===== src/monitor_pkg.sv =====
package monitor_pkg;

	// ****************************************
	// system time and heartbeat
	// ****************************************

	// width of the free-running system time
	localparam int time_bits = 64;

	// one-hot heartbeat pattern on the board LEDs
	localparam int led_count = 8;
	localparam logic [led_count-1:0] led_init = led_count'(1);

	// rotate once every 2^heartbeat_bits cycles
	localparam int heartbeat_bits = 10;

	// ****************************************
	// step supervision
	// ****************************************

	// watched motion step outputs
	localparam int step_channels = 6;

	// idle cycles before a channel reports an alert
	localparam int idle_limit = 2000;
	localparam int idle_bits = $clog2(idle_limit + 1);

	// only this channel may request a shutdown
	localparam int watch_channel = 5;

	// flip-flops on every asynchronous board input
	localparam int sync_stages = 2;

endpackage


===== src/system_timer.sv =====
`timescale 1ns/10ps

module system_timer
	import monitor_pkg::*;
(
	input  logic                 clk,
	input  logic                 rst_n,
	input  logic                 time_set_en,
	input  logic [time_bits-1:0] time_set,
	output logic [time_bits-1:0] systime,
	output logic [led_count-1:0] leds
);

	// low bits of the current time all zero
	logic heartbeat_wrap;

	assign heartbeat_wrap = (systime[heartbeat_bits-1:0] == '0);

	// ****************************************
	// system time
	// ****************************************

	// host load wins over the increment
	always_ff @(posedge clk) begin
		if (!rst_n) begin
			systime <= '0;
		end else if (time_set_en) begin
			systime <= time_set;
		end else begin
			systime <= systime + time_bits'(1);
		end
	end

	// ****************************************
	// heartbeat LEDs
	// ****************************************

	// rotate left, msb wraps around to bit 0
	always_ff @(posedge clk) begin
		if (!rst_n) begin
			leds <= led_init;
		end else if (heartbeat_wrap) begin
			leds <= {leds[led_count-2:0], leds[led_count-1]};
		end
	end

	// a lost or doubled LED bit would never recover by rotation
	assert property (
		@(posedge clk) disable iff (!rst_n)
		$onehot(leds)
	);

endmodule


===== src/step_activity_capture.sv =====
`timescale 1ns/10ps

module step_activity_capture
	import monitor_pkg::*;
(
	input  logic                     clk,
	input  logic                     rst_n,
	input  logic [step_channels-1:0] step,
	input  logic                     arm_endstop,
	output logic [step_channels-1:0] activity,
	output logic                     armed
);

	// synchronizer chains, last stage is the usable one
	logic [step_channels-1:0] step_sync [sync_stages];
	logic [sync_stages-1:0]   endstop_sync;

	// synchronized step levels of the previous cycle
	logic [step_channels-1:0] step_prev;

	// ****************************************
	// input synchronizers
	// ****************************************

	// endstop idles high, so its chain resets high to avoid a false arm
	always_ff @(posedge clk) begin
		if (!rst_n) begin
			for (int i = 0; i < sync_stages; i++) begin
				step_sync[i] <= '0;
			end
			endstop_sync <= '1;
		end else begin
			step_sync[0] <= step;
			for (int i = 1; i < sync_stages; i++) begin
				step_sync[i] <= step_sync[i-1];
			end
			endstop_sync <= {endstop_sync[sync_stages-2:0], arm_endstop};
		end
	end

	// ****************************************
	// toggle detect and arming
	// ****************************************

	// one pulse per edge of either polarity
	always_ff @(posedge clk) begin
		if (!rst_n) begin
			step_prev <= '0;
			activity  <= '0;
		end else begin
			step_prev <= step_sync[sync_stages-1];
			activity  <= step_sync[sync_stages-1] ^ step_prev;
		end
	end

	// sticky until reset, endstop is active low
	always_ff @(posedge clk) begin
		if (!rst_n) begin
			armed <= 1'b0;
		end else if (!endstop_sync[sync_stages-1]) begin
			armed <= 1'b1;
		end
	end

endmodule


===== src/step_idle_timer.sv =====
`timescale 1ns/10ps

module step_idle_timer
	import monitor_pkg::*;
(
	input  logic clk,
	input  logic rst_n,
	input  logic activity,
	output logic alert
);

	localparam logic [idle_bits-1:0] idle_max = idle_bits'(idle_limit);

	// cycles since the last step activity
	logic [idle_bits-1:0] idle_count;
	logic                 idle_full;

	assign idle_full = (idle_count == idle_max);

	// ****************************************
	// idle counter
	// ****************************************

	// any activity restarts the count, otherwise hold at the limit
	always_ff @(posedge clk) begin
		if (!rst_n) begin
			idle_count <= '0;
		end else if (activity) begin
			idle_count <= '0;
		end else if (!idle_full) begin
			idle_count <= idle_count + idle_bits'(1);
		end
	end

	// level, stays up for as long as the channel is silent
	assign alert = idle_full;

	// counter must saturate, never wrap past the limit
	assert property (
		@(posedge clk) disable iff (!rst_n)
		idle_count <= idle_max
	);

endmodule


===== src/shutdown_guard.sv =====
`timescale 1ns/10ps

module shutdown_guard
	import monitor_pkg::*;
(
	input  logic                     clk,
	input  logic                     rst_n,
	input  logic [step_channels-1:0] alert,
	input  logic                     armed,
	output logic                     req_shutdown
);

	// alert of the channel that guards the machine
	logic watch_alert;
	logic trip;

	assign watch_alert = alert[watch_channel];

	// an idle channel only counts once the endstop has armed us
	assign trip = watch_alert & armed;

	// ****************************************
	// shutdown latch
	// ****************************************

	always_ff @(posedge clk) begin
		if (!rst_n) begin
			req_shutdown <= 1'b0;
		end else if (trip) begin
			req_shutdown <= 1'b1;
		end
	end

	// resumed steps must not release the request
	assert property (
		@(posedge clk) disable iff (!rst_n)
		req_shutdown |=> req_shutdown
	);

endmodule


===== src/board_monitor.sv =====
`timescale 1ns/10ps

module board_monitor
	import monitor_pkg::*;
(
	input  logic                     clk,
	input  logic                     rst_n,
	input  logic                     time_set_en,
	input  logic [time_bits-1:0]     time_set,
	input  logic [step_channels-1:0] step,
	input  logic                     arm_endstop,
	output logic [time_bits-1:0]     systime,
	output logic [led_count-1:0]     leds,
	output logic [step_channels-1:0] alert,
	output logic                     req_shutdown
);

	logic [step_channels-1:0] activity;
	logic                     armed;

	// ****************************************
	// system time and heartbeat
	// ****************************************

	system_timer i_system_timer (
		.clk         (clk),
		.rst_n       (rst_n),
		.time_set_en (time_set_en),
		.time_set    (time_set),
		.systime     (systime),
		.leds        (leds)
	);

	// ****************************************
	// step watcher
	// ****************************************

	step_activity_capture i_step_activity_capture (
		.clk         (clk),
		.rst_n       (rst_n),
		.step        (step),
		.arm_endstop (arm_endstop),
		.activity    (activity),
		.armed       (armed)
	);

	// one idle timer per step output
	for (genvar ch = 0; ch < step_channels; ch++) begin : g_idle
		step_idle_timer i_step_idle_timer (
			.clk      (clk),
			.rst_n    (rst_n),
			.activity (activity[ch]),
			.alert    (alert[ch])
		);
	end

	shutdown_guard i_shutdown_guard (
		.clk          (clk),
		.rst_n        (rst_n),
		.alert        (alert),
		.armed        (armed),
		.req_shutdown (req_shutdown)
	);

endmodule


===== config.mk =====
export PLATFORM = sky130hd
export DESIGN_NAME = board_monitor
export DESIGN_NICKNAME = d
export VERILOG_FILES = /design/src/monitor_pkg.sv /design/src/system_timer.sv /design/src/step_activity_capture.sv /design/src/step_idle_timer.sv /design/src/shutdown_guard.sv /design/src/board_monitor.sv
export SDC_FILE = /design/constraint.sdc
export NUM_CORES = 1
export LEC_CHECK = 0
export ABC_CLOCK_PERIOD_IN_PS = 4900
export BUFFER_PORTS_ARGS = -buffer_cell sky130_fd_sc_hd__buf_2
export CAP_MARGIN = 20
export CORE_MARGIN = 10
export CORE_UTILIZATION = 60
export DETAILED_ROUTE_END_ITERATION = 6
export PLACE_DENSITY_LB_ADDON = 0.12
export SLEW_MARGIN = 20
export SYNTH_ARGS = -nofsm -noshare
export SYNTH_HDL_FRONTEND = slang
export SYNTH_SLANG_ARGS = --single-unit

===== constraint.sdc =====
create_clock -name clk -period 4.9 [get_ports clk]
set_clock_uncertainty 0.15 [all_clocks]
set_input_delay 0.735 -clock clk [delete_from_list [all_inputs] [get_ports clk]]
set_output_delay 0.735 -clock clk [all_outputs]
set_load 0.01 [all_outputs]

==> impl_summary.md, run 1 <==
Synth
The synthesized design contains 166 register bits. By area the synthesized netlist is led by dfxtp_1, xor2_1, nor2_1, nand3_1, o21ai_0. The net count after synthesis is 1,025.

The cell accounting for the most synthesized area is dfxtp_1. The number of different library cells in the post-synthesis netlist is 57. The Yosys warning count is 0. Of all flip-flops after synthesis, the portion carrying an async set or reset was 0%. The share of the synthesized area in the top cell type is 41.4%.

The prevailing post-synth register cell is dfxtp_1. After synthesis, the mean cell area works out to between 8 and 9 um^2. The share of the Yosys chip area taken by registers is 41.4%. The cell area after synthesis is 0.00802 mm^2. The number of enable flip-flop cells after synthesis is 0.

In the synthesized netlist, the number of instances is 937.

Setup path
Among all stages on the critical path, the largest delay is contributed by or4b_2. The type of the worst setup path is flip-flop to primary output. On the worst path, the slowest cell contributes a delay of 0.68 ns.

At the worst endpoint, the required time is 4.01 ns. The category of the worst setup path capture point is a primary output. The critical path goes through or4b_2, nor3_2, buf_2.

Along the worst path, the maximum fanout reaches 6. The worst setup path is launched from a flip-flop. The endpoint arrival time on the critical path is about 2.1 ns.

Status
The run finished with clean final reports.

Finish
The number of nets at the end of the flow is 1,154. The fraction of final layout cells with drive strength greater than 1 is 19.6%. Relative to the synthesized area, the layout overhead comes to 17.1%. The final-layout fill cell count is around 1,100. The number of antenna diodes in the final layout is 0.

Worst hold path
The path class of the tightest hold or removal check is flip-flop to flip-flop.

Placed design
Once detailed placement completed, the half-perimeter wirelength came to ~14,000 um. Before CTS, the worst setup slack after placement is 1.96 ns. The routability congestion estimate is 0.887. The count of buffers from port buffering is ~150.

Timing
The final cycle utilization of the critical path is 61.4%. Hold is met by 0.263 ns. For the pin with the worst max-slew slack, the measured transition is 0.991 ns.

Once routing completed, OpenROAD measured the worst setup slack at ~1.9 ns. Setup total negative slack on the finished layout was measured at 0 ns. The maximum operating frequency is 332 MHz. The count of final max-slew check failures is 0. Setup violations remaining at the end of the flow were counted as 0.

Setup repair after global routing left no endpoint under its margin. Measured against its own limit, the worst slew margin works out to 33.9%. The number of endpoints with negative hold slack in the final report is 0. The minimum clock period after layout is 3.01 ns.

Detailed routing
The number of iterations in the first detailed-routing pass is 5. The final routed DRC violation total is 0. Using the TritonRoute via totals, the vias-per-cell ratio works out to 5.76. The detail-routed net length per standard cell is 16.0 um.

The total wire length after detailed routing is 20,100 um. The count of nets left with antenna violations once routing finished came out at 0. Across all layers, the routed design uses 7,226 vias.

The first-iteration detailed-routing DRC count is 379.

Clock network
The clock tree from TritonCTS is yes. The clock reaches the later pin of the worst-skew pair after 0.43 ns. After clock tree synthesis, the clock-pin slew on the worst setup and hold paths is 0.06 ns. No sink is reached through more buffers than the 2 on the longest clock path.

After clock tree synthesis, the flow added hold-fix buffers numbering 0. The maximum level of the CTS H-tree is 4. Counting every sink on the clock net gives roughly 170. After clock tree synthesis, the setup repair step added 0 buffers. Once the clock tree was built, the resizer swapped 0 gates to a different size. Clock tree synthesis selected as its root buffer the cell clkbuf_16. The number of clock buffers added by TritonCTS is 17.

Die
Pin placement for this block handled around 150 I/O pins. Measured along the x axis, the die boundary spans 136 um. The placeable core area is about 0.013 mm^2. The die covers 0.0184 mm^2. The initial utilization of the core area, before any placement, comes to around three fifths. The die height is 136 um. The floorplan has 42 rows.

Global route
The first-pass GRT wire length is 33,100 um. Entering global routing, the biggest net connects 65 pins. The initial antenna violation count is 1.

The residual overflow from global routing is 0. The via count of the first global-routing pass is 6,960. For this run, the total global-route usage over all layers was measured as 21.8%.

Pwr
The total power divided by cell area is 327 mW/mm^2. VDD sags by at most roughly 0.25 mV. In this run the static leakage power is 3.74 nW.

Job
The number of violations of the max-capacitance limit is 0.
## layer usage
layer	share of wire, %	global-route usage (%)
met1	43	26.4
met2	46	34.8
met3	8.5	7.64
met4	2.2	8.31
met5	0.065	0
## report_power, final
part	internal (W)	leakage (nW)	switching, W	total, W
clock network	0.000754	0.269	0.000562	0.00132
logic	0.000121	2.11	0.000147	0.000268
registers	0.00141	1.36	0.0000775	0.00149
## per-stage QoR
| step | std cells | util [%] | total power, W | instance area, um^2 |
|---|---|---|---|---|
| 6_report | 1255 | 71.2 | 0.00307 | 9390 |
| 2_1_floorplan | 937 | - | 0.00167 | 8020 |
| 5_1_grt | 1255 | 71.2 | 0.00319 | 9390 |
| 3_5_place_dp | 1223 | 66.8 | 0.00179 | 8810 |
| 3_3_place_gp | 1223 | 66.8 | 0.00178 | 8810 |
| 4_1_cts | 1255 | 71.2 | 0.00309 | 9390 |
## Yosys cell counts (3+ instances only)
cell type	count
a21oi_1	33
a31oi_1	18
and2_1	33
and3_1	15
and4_1	7
buf_4	6
clkbuf_1	35
dfxtp_1	166
ha_1	14
inv_1	27
mux2i_1	15
nand2_1	52
nand2b_1	16
nand3_1	65
nand4_1	48
nand4_2	3
nor2_1	93
nor2b_1	11
nor3_1	25
nor3_2	6
nor3b_1	4
nor4_1	11
nor4b_1	5
o211a_1	12
o21ai_0	61
o31ai_1	9
or3_1	12
or4_1	12
or4b_2	4
xnor2_1	29
xor2_1	60
## worst max-delay path, delay by kind of cell, from the launching register on
family / cells / cell delay [ns]
flip-flops: 1 / 0.35
AND/OR/NAND/NOR: 2 / 1.12
buffers and inverters: 1 / 0.22
## layout by cell type, fill, tap and decap left out, types with 5 or more instances in the layout
master,n
a21oi_1,33
a31oi_1,18
and2_1,33
and3_1,15
and4_1,7
buf_2,152
clkbuf_16,17
clkinvlp_4,5
dfxtp_1,166
ha_1,14
inv_1,26
mux2i_1,15
nand2_1,52
nand2b_1,16
nand3_1,65
nand4_1,48
nor2_1,93
nor2b_1,11
nor3_1,25
nor3_2,6
nor4_1,11
nor4b_1,5
o211a_1,12
o21ai_0,61
o31ai_1,9
or3_1,12
or4_1,12
xnor2_1,29
xor2_1,60
## final cells by class
| class | instances | area, um^2 | share of cell area [%] |
|---|---|---|---|
| Timing Repair Buffer | 156 | 791 | 8.42 |
| Clock inverter | 14 | 151 | 1.61 |
| Inverter | 27 | 101 | 1.08 |
| Multi-Input combinational cell | 698 | 4380 | 46.6 |
| Sequential cell | 166 | 3320 | 35.4 |
| Clock buffer | 18 | 429 | 4.57 |
| Tap cell | 176 | 220 | 2.34 |
## path summary, 6_finish.rpt
check | startpoint | end | slack (ns) | cells past startpoint
worst min register to register | i_step_activity_capture.endstop_sync[0] | i_step_activity_capture.endstop_sync[1] | 0.26 | 1
worst max register to register | i_system_timer.systime[2] | i_system_timer.systime[47] | 2.14 | 5
worst min-delay path | i_step_activity_capture.endstop_sync[0] | i_step_activity_capture.endstop_sync[1] | 0.26 | 1
worst max-delay path | g_idle[5].i_step_idle_timer.idle_count[2] | alert[5] | 1.89 | 3
## state kept, by name, summed over array words and instances, names as in the netlist
register,cells
i_step_activity_capture.endstop_sync,2
i_step_activity_capture.step_sync,12
g_idle.i_step_idle_timer.idle_count,66
i_step_activity_capture.armed,1
i_step_activity_capture.step_prev,6
i_step_activity_capture.activity,6
i_shutdown_guard.req_shutdown,1
i_system_timer.systime,64
i_system_timer.leds,8
## kinds of logic (layout without fill, tap and decap cells)
| logic type | count (synthesis) | in the layout | share of synthesized area (%) |
|---|---|---|---|
| multiplexers | 15 | 15 | 1.87 |
| flip-flops | 166 | 166 | 41.4 |
| XOR/XNOR | 89 | 89 | 9.72 |
| AO/OA/AOI/OAI | 145 | 145 | 10.8 |
| adder cells (fa/ha/maj) | 14 | 14 | 2.18 |
| AND/OR/NAND/NOR | 435 | 435 | 29.9 |
| buffers and inverters | 73 | 215 | 4.04 |
No activity file was read; power rests on OpenSTA's default activity.
==> inputs of run 2 (changes only) <==
--- a/config.mk
+++ b/config.mk
@@ -5,11 +5,11 @@
 export SDC_FILE = /design/constraint.sdc
 export NUM_CORES = 1
 export LEC_CHECK = 0
-export ABC_CLOCK_PERIOD_IN_PS = 4900
+export ABC_CLOCK_PERIOD_IN_PS = 2700
 export BUFFER_PORTS_ARGS = -buffer_cell sky130_fd_sc_hd__buf_2
 export CAP_MARGIN = 20
 export CORE_MARGIN = 10
-export CORE_UTILIZATION = 60
+export CORE_UTILIZATION = 50
 export DETAILED_ROUTE_END_ITERATION = 6
 export PLACE_DENSITY_LB_ADDON = 0.12
 export SLEW_MARGIN = 20
==> constraint.sdc (replaced) <==
create_clock -name clk -period 2.7 [get_ports clk]
set_clock_uncertainty 0.15 [all_clocks]
set_input_delay 0.405 -clock clk [delete_from_list [all_inputs] [get_ports clk]]
set_output_delay 0.405 -clock clk [all_outputs]
set_load 0.01 [all_outputs]
==> run 2 against run 1 <==
Non-clock buffer count up 15. Largest cell class unchanged. Core utilization down 11 points. Count of clock-buffer cells in the layout unchanged. Global-route usage down 2.6 points. Register-to-register slack worse by 1.9 ns. Die area up 17%. Critical path type unchanged.
==> impl_summary.md, run 2 (same netlist as run 1, synthesis figures left out) <==
Timing
The minimum clock period after layout is 2.61 ns. The count of final max-slew check failures is 0 (unchanged). Setup repair after global routing left no endpoint under its margin. The number of endpoints with negative hold slack in the final report came to 0 (unchanged). In the finished design, the share of the clock period the worst path needs comes to 96.8%. The final setup violation count was 0 (unchanged). The headroom to the max-slew limit is 61.4% (+28 points). The hold slack is 0.0284 ns (-0.235 ns). The maximum operating frequency is about 380 MHz. The final total negative setup slack was 0 ns (unchanged).

The slew at the pin with the worst max-slew slack was 0.577 ns (-0.413 ns).

Finish
The number of antenna diodes is 0 (unchanged). The number of standard cells in the layout, taps in and fillers out is 1,310 (+4.4%). The utilization after layout came to 60.5% (-11 points). Leaving out fill and tap cells, the most frequent cells in the layout are dfxtp_1, buf_2, nor2_1.

Relative to the synthesized area, the layout overhead comes to 19.3%. The number of nets at the end of the flow is 1,169 (+1.3%). The commonest non-fill, non-tap cell in the layout is dfxtp_1. The register containing the most flip-flops in the final layout is g_idle.i_step_idle_timer.idle_count. The largest registers in the layout are g_idle.i_step_idle_timer.idle_count x66, i_system_timer.systime x64, i_step_activity_capture.step_sync x12.

The final-layout fill cell count is 1,434 (+28%). The fraction of final layout cells with drive strength greater than 1 came to 20.7% (+1.1 points). The number of flip-flops under the largest register name is 66 (unchanged). The cell area after layout is 0.00957 mm^2 (+1.9%).

Setup path
The end of the critical path is alert[0]. The type of the worst setup path is flip-flop to primary output. The end of the worst register-to-register path is i_system_timer.systime[47].

The cell count of the worst reg-to-reg path came to 5 (unchanged). The reg-to-reg startpoint is i_system_timer.systime[8]. The category of the worst setup path capture point is a primary output.

The startpoint kind of the worst setup timing path is a flip-flop. The signal on the critical path passes through or4b_2, nor3_2, buf_2. The maximum net fanout on the critical path is 6 (unchanged). The maximum single-stage delay on the critical path is 0.69 ns (about the same).

The buffering stage count on the worst path with inverters included is 1 (unchanged). The critical path starts at g_idle[0].i_step_idle_timer.idle_count[2]. The logic depth of the worst path, buffers included is 3 (unchanged). The required time at the worst-slack endpoint is 2.14 ns (-1.87 ns).

The internal reg-to-reg setup slack is 0.25 ns (-1.89 ns). The slowest stage of the critical path is the or4b_2 cell. The endpoint arrival time on the critical path is 2.06 ns (-0.06 ns). On the critical path the largest part of the delay comes from simple AND/OR/NAND/NOR gates.

Detailed routing
The detail-routed net length per standard cell is 15.9 um (-0.43%). The first-iteration detailed-routing DRC count is 403 (+6.3%). The number of nets still failing antenna checks after routing came to 0 (unchanged).

The number of vias per cell is 5.44 (-5.4%). The number of iterations in the first detailed-routing pass is 5 (unchanged). The total wire length after detailed routing is 20,900 um (+3.9%). The final routed DRC violation total was 0 (unchanged). The count of vias placed by the detailed router is 7,132 (-1.3%).

Clock network
The clock sink count was 166 (unchanged). TritonCTS built the clock tree. The worst-skew pair later-pin latency is 0.43 ns (about the same). The register clock-pin slew on the reported worst setup and hold paths is 0.07 ns (about the same). The maximum level of the CTS H-tree is 4 (unchanged). The number of CTS-inserted buffers is 17 (unchanged). The post-CTS setup buffer count is 0 (unchanged). In this run the clock root is driven by a clkbuf_16.

The count of hold buffers inserted by post-cts repair came to 1 (+1). The clock tree buffer depth is 2 (unchanged). The number of gates resized after cts is 0 (unchanged).

Die
The effective utilization at floorplan was 50.7% (-10 points). The placement row count is 46 (+9.5%). The I/O pin count came to 153 (unchanged). The die height is 147 um (+8.1%). The horizontal extent of the die was 147 um (+8.1%). The placeable core area came to 0.0158 mm^2 (+20%). The die footprint came to 0.0215 mm^2 (+17%).

Placed design
The placed cell area is 0.00898 mm^2 (+1.9%). The routability congestion estimate is 0.911 (+2.7%). The detailed-placement wirelength estimate is 15,800 um (+9.1%). The count of buffers from port buffering is 152 (unchanged). The total instance count after detailed placement was 1,277 (+4.4%).

Global route
The via count of the first global-routing pass was 6,850 (-1.6%). The maximum number of pins on one net before global-route repair is 59 (-9.2%). The first-pass GRT wire length is 34,600 um (+4.5%). The total track usage is 19.3% (-2.6 points). The initial antenna violation count is 0 (-1). The residual overflow from global routing is 0 (unchanged).

Pwr
The total power divided by cell area is 585 mW/mm^2 (+79%). The leakage power figure is 3.83 nW (+2.5%). The worst supply voltage drop on vdd is 0.446 mV (+81%).

Worst hold path
The cell depth of the worst min-delay path was 2 (+1). The type of the tightest min-delay check is input port to flip-flop.

Status
The run finished with clean final reports.

Job
The number of violations of the max-capacitance limit came to 0 (unchanged).
run 2: changes by cell type in the layout (fill, tap and decap cells not counted), sizes merged:
cell and delta:
clkinvlp -3, inv +3, bufinv -1, clkinv +1
buf +14, dlygate4sd3 +1
run 2: per-stage QoR:
stage	setup slack, ns	total power [W]
2_1_floorplan	0.476	0.00303
3_3_place_gp	0.323	0.00325
3_5_place_dp	0.250	0.00326
4_1_cts	0.0704	0.00564
5_1_grt	0.0109	0.00583
6_report	0.0863	0.00559
run 2: layout make-up:
cell class	count	area (um^2)	area share (%)
multi-input combinational	698	4380	45.7
timing repair buffer	171	921	9.62
clock buffer	18	439	4.59
clock inverter	14	140	1.46
tap	216	270	2.82
sequential	166	3320	34.7
inverter	27	101	1.06
run 2: worst min-delay path by stage:
stage                                                  from                                 endpoint  slack [ns]
floorplan           i_step_activity_capture.endstop_sync[0]  i_step_activity_capture.endstop_sync[1]        0.24
global placement    i_step_activity_capture.endstop_sync[0]  i_step_activity_capture.endstop_sync[1]        0.25
detailed placement  i_step_activity_capture.endstop_sync[0]  i_step_activity_capture.endstop_sync[1]        0.25
CTS                                                 step[1]  i_step_activity_capture.step_sync[0][1]        0.01
global route                                        step[1]  i_step_activity_capture.step_sync[0][1]        0.01
finish                                              step[1]  i_step_activity_capture.step_sync[0][1]        0.03
run 2: routing by layer:
| metal | wire length (um) | GRT usage [%] |
|---|---|---|
| met2 | 9550 | 31.0 |
| met4 | 285 | 5.51 |
| met3 | 1550 | 6.21 |
| met5 | 0 | 0 |
| met1 | 9500 | 24.1 |
run 2: where the power goes:
| group | internal (W) | leakage, nW | switching (W) |
|---|---|---|---|
| registers | 0.00256 | 1.36 | 0.000133 |
| clock network | 0.00132 | 0.280 | 0.00107 |
| logic | 0.000229 | 2.19 | 0.000285 |
run 2: worst register-to-register path, cell delays in order (launching register included):
cell	delay, ns
dfxtp_1	0.45
nand4_2	0.25
nor2_4	0.42
nand4_1	0.39
or4_1	0.57
a31oi_1	0.16
==> inputs of run 3 (changes only) <==
--- a/config.mk
+++ b/config.mk
@@ -5,11 +5,11 @@
 export SDC_FILE = /design/constraint.sdc
 export NUM_CORES = 1
 export LEC_CHECK = 0
-export ABC_CLOCK_PERIOD_IN_PS = 2700
+export ABC_CLOCK_PERIOD_IN_PS = 2800
 export BUFFER_PORTS_ARGS = -buffer_cell sky130_fd_sc_hd__buf_2
 export CAP_MARGIN = 20
 export CORE_MARGIN = 10
-export CORE_UTILIZATION = 50
+export CORE_UTILIZATION = 56
 export DETAILED_ROUTE_END_ITERATION = 6
 export PLACE_DENSITY_LB_ADDON = 0.12
 export SLEW_MARGIN = 20
==> constraint.sdc (replaced) <==
create_clock -name clk -period 2.8 [get_ports clk]
set_clock_uncertainty 0.15 [all_clocks]
set_input_delay 0.42 -clock clk [delete_from_list [all_inputs] [get_ports clk]]
set_output_delay 0.42 -clock clk [all_outputs]
set_load 0.01 [all_outputs]
==> run 3 against run 2 <==
Register-to-register slack improved by 0.09 ns. Clock power decreased by 12%. Routed wire length decreased by 2.4%. Power decreased by 7.2%.
==> impl_summary.md, run 3 (same netlist as run 1, synthesis figures left out) <==
Setup path
The critical path in this run is classified as flip-flop to primary output. The category of the worst setup path capture point is a primary output. The maximum net fanout on the critical path is 6 (unchanged). The required time at the worst-slack endpoint is 2.23 ns (+0.09 ns). The internal reg-to-reg setup slack was 0.34 ns (+0.09 ns). The worst register-to-register path begins at i_system_timer.systime[9]. The critical path goes through or4b_2, nor3_2, buf_2. The buffering stage count on the worst path with inverters included is 1 (unchanged).

The maximum single-stage delay on the critical path is 0.69 ns (about the same). The cell count of the worst reg-to-reg path is 5 (unchanged). In this run the critical register-to-register path is captured at i_system_timer.systime[47].

The largest individual stage delay along the critical path comes from the cell or4b_2. The launch point of the worst path is g_idle[0].i_step_idle_timer.idle_count[2]. STA classifies the critical path startpoint as a flip-flop.

The kind of cell with the highest combined delay along the critical path is simple AND/OR/NAND/NOR gates. The endpoint arrival time on the critical path is 2.09 ns (+0.03 ns).

Clock network
The register clock-pin slew on the reported worst setup and hold paths came to 0.06 ns (about the same). The clock tree buffer depth is 2 (unchanged). The count of hold buffers inserted by post-cts repair is 0 (-1). The clock tree from TritonCTS is yes. The post-CTS setup buffer count is 0 (unchanged). The maximum level of the CTS H-tree was 4 (unchanged). The clock sink count is 166 (unchanged). CTS placed an instance of clkbuf_16 at the clock tree root. The number of gates resized after cts is 0 (unchanged). The number of CTS-inserted buffers is 17 (unchanged).

The worst-skew pair later-pin latency is 0.42 ns (about the same).

Detailed routing
The number of iterations in the first detailed-routing pass came to 5 (unchanged). The final routed DRC violation total is 0 (unchanged). The number of nets still failing antenna checks after routing came to 0 (unchanged).

The number of vias per cell is 5.60 (+2.9%). The detail-routed net length per standard cell is 16.1 um (+1.0%). The total wire length after detailed routing is 20,400 um (-2.4%). The count of vias placed by the detailed router is 7,087 (-0.63%). The first-iteration detailed-routing DRC count is 417 (+3.5%).

Placed design
The post-placement setup slack came to 0.378 ns (+0.128 ns). The count of buffers from port buffering is 152 (unchanged). The routability congestion estimate is 0.906 (-0.52%). The total instance count after detailed placement was 1,236 (-3.2%). The detailed-placement wirelength estimate is 15,100 um (-4.4%).

Die
The placement row count is 43 (-6.5%). The I/O pin count is 153 (unchanged). The die height is 140 um (-4.8%). The effective utilization at floorplan is 57.6% (+6.9 points). The placeable core area came to 0.0139 mm^2 (-12%). The horizontal extent of the die is 140 um (-4.8%). The die footprint came to 0.0195 mm^2 (-9.3%).

Finish
The final-layout fill cell count is 1,224 (-15%). In the final layout, the registers with the most flip-flops are g_idle.i_step_idle_timer.idle_count x66, i_system_timer.systime x64, i_step_activity_capture.step_sync x12. The fraction of final layout cells with drive strength greater than 1 is 19.9% (-0.84 points). The number of nets at the end of the flow is 1,163 (-0.51%). The number of flip-flops under the largest register name is 66 (unchanged). The number of standard cells in the layout, taps in and fillers out is 1,265 (-3.4%). The utilization after layout is 67.6% (+7.1 points). The register containing the most flip-flops in the final layout is g_idle.i_step_idle_timer.idle_count. Leaving out fill and tap cells, the most frequent cell in the layout is dfxtp_1. The area growth from synthesis to layout is 17.4%. The library cells used most frequently in the layout, excluding fill and tap cells, are dfxtp_1, buf_2, nor2_1. The number of antenna diodes is 0 (unchanged).

Pwr
The total power divided by cell area came to 552 mW/mm^2 (-5.7%). The leakage power figure is 3.76 nW (-1.8%). The worst supply voltage drop on vdd is 0.439 mV (-1.4%).

Status
The flow ran to the end, and the final reports show no timing, DRC or antenna violations.

Job
The number of violations of the max-capacitance limit is 0 (unchanged).

Timing
The worst path in the final design needs a cycle of 2.66 ns, including I/O delays and setup. The maximum operating frequency is between 300 and 400 MHz. The final total negative setup slack is 0 ns (unchanged). The slack of the critical path came to 0.135 ns (+0.0490 ns). The headroom to the max-slew limit came to 59.3% (-2.1 points). The number of endpoints with negative hold slack in the final report was 0 (unchanged). The count of final max-slew check failures is 0 (unchanged).

The final setup violation count is 0 (unchanged). The slew at the pin with the worst max-slew slack was 0.606 ns (+0.0287 ns). The final cycle utilization of the critical path is 95.2%. Setup repair after global routing left no endpoint under its margin.

Global route
The total track usage is 20.6% (+1.3 points). The residual overflow from global routing was 0 (unchanged). The initial antenna violation count is 0 (unchanged). The first-pass GRT wire length is 34,100 um (-1.4%). The via count of the first global-routing pass came to 7,071 (+3.2%). The maximum number of pins on one net before global-route repair is 81 (+37%).

Worst hold path
The worst hold path terminates at i_step_activity_capture.endstop_sync[0]. The cell depth of the worst min-delay path was 2 (unchanged). The type of the tightest min-delay check is input port to flip-flop. The worst hold path begins at arm_endstop.
run 3: per-stage QoR:
step,power (W),hold slack [ns],cell area [um^2]
detailed placement,0.00313,0.245,8900
finish,0.00519,0.0360,9420
global placement,0.00312,0.240,8900
global route,0.00540,0.0307,9420
floorplan,0.00292,0.236,8020
CTS,0.00523,0.0256,9420
run 3: final cells by class:
cell class | count | area [um^2] | area share, %
Multi-Input combinational cell | 698 | 4380 | 46.5
Tap cell | 180 | 225 | 2.39
Inverter | 27 | 101 | 1.08
Clock inverter | 9 | 83.8 | 0.890
Sequential cell | 166 | 3320 | 35.3
Timing Repair Buffer | 165 | 871 | 9.25
Clock buffer | 20 | 437 | 4.64
run 3: how the worst max path moves through the flow:
stage	to	depth (start not counted)
6_report	alert[0]	3
5_1_grt	alert[0]	3
4_1_cts	alert[0]	3
3_5_place_dp	i_system_timer.systime[47]	5
3_3_place_gp	i_system_timer.systime[47]	5
2_1_floorplan	i_system_timer.systime[58]	6
run 3: routing by layer:
metal  track usage (%)  up-vias  part of all wire (%)
met5                 0        -                     0
met4              6.63        0                   2.0
met3              6.63       29                   6.9
met2              34.2      185                    47
met1              24.5     3278                    44
li1                  -     3595                     -
run 3: power by group:
group	switching [W]	internal (W)	total, W
Clock	0.000905	0.00120	0.00211
Combinational	0.000270	0.000217	0.000487
Sequential	0.000130	0.00247	0.00260
run 3: worst reg2reg max path, stage by stage (launching register included):
cell	delay, ns
dfxtp_1	0.43
nand4_2	0.27
nor2_4	0.41
nand4_1	0.39
or4_1	0.57
a31oi_1	0.17
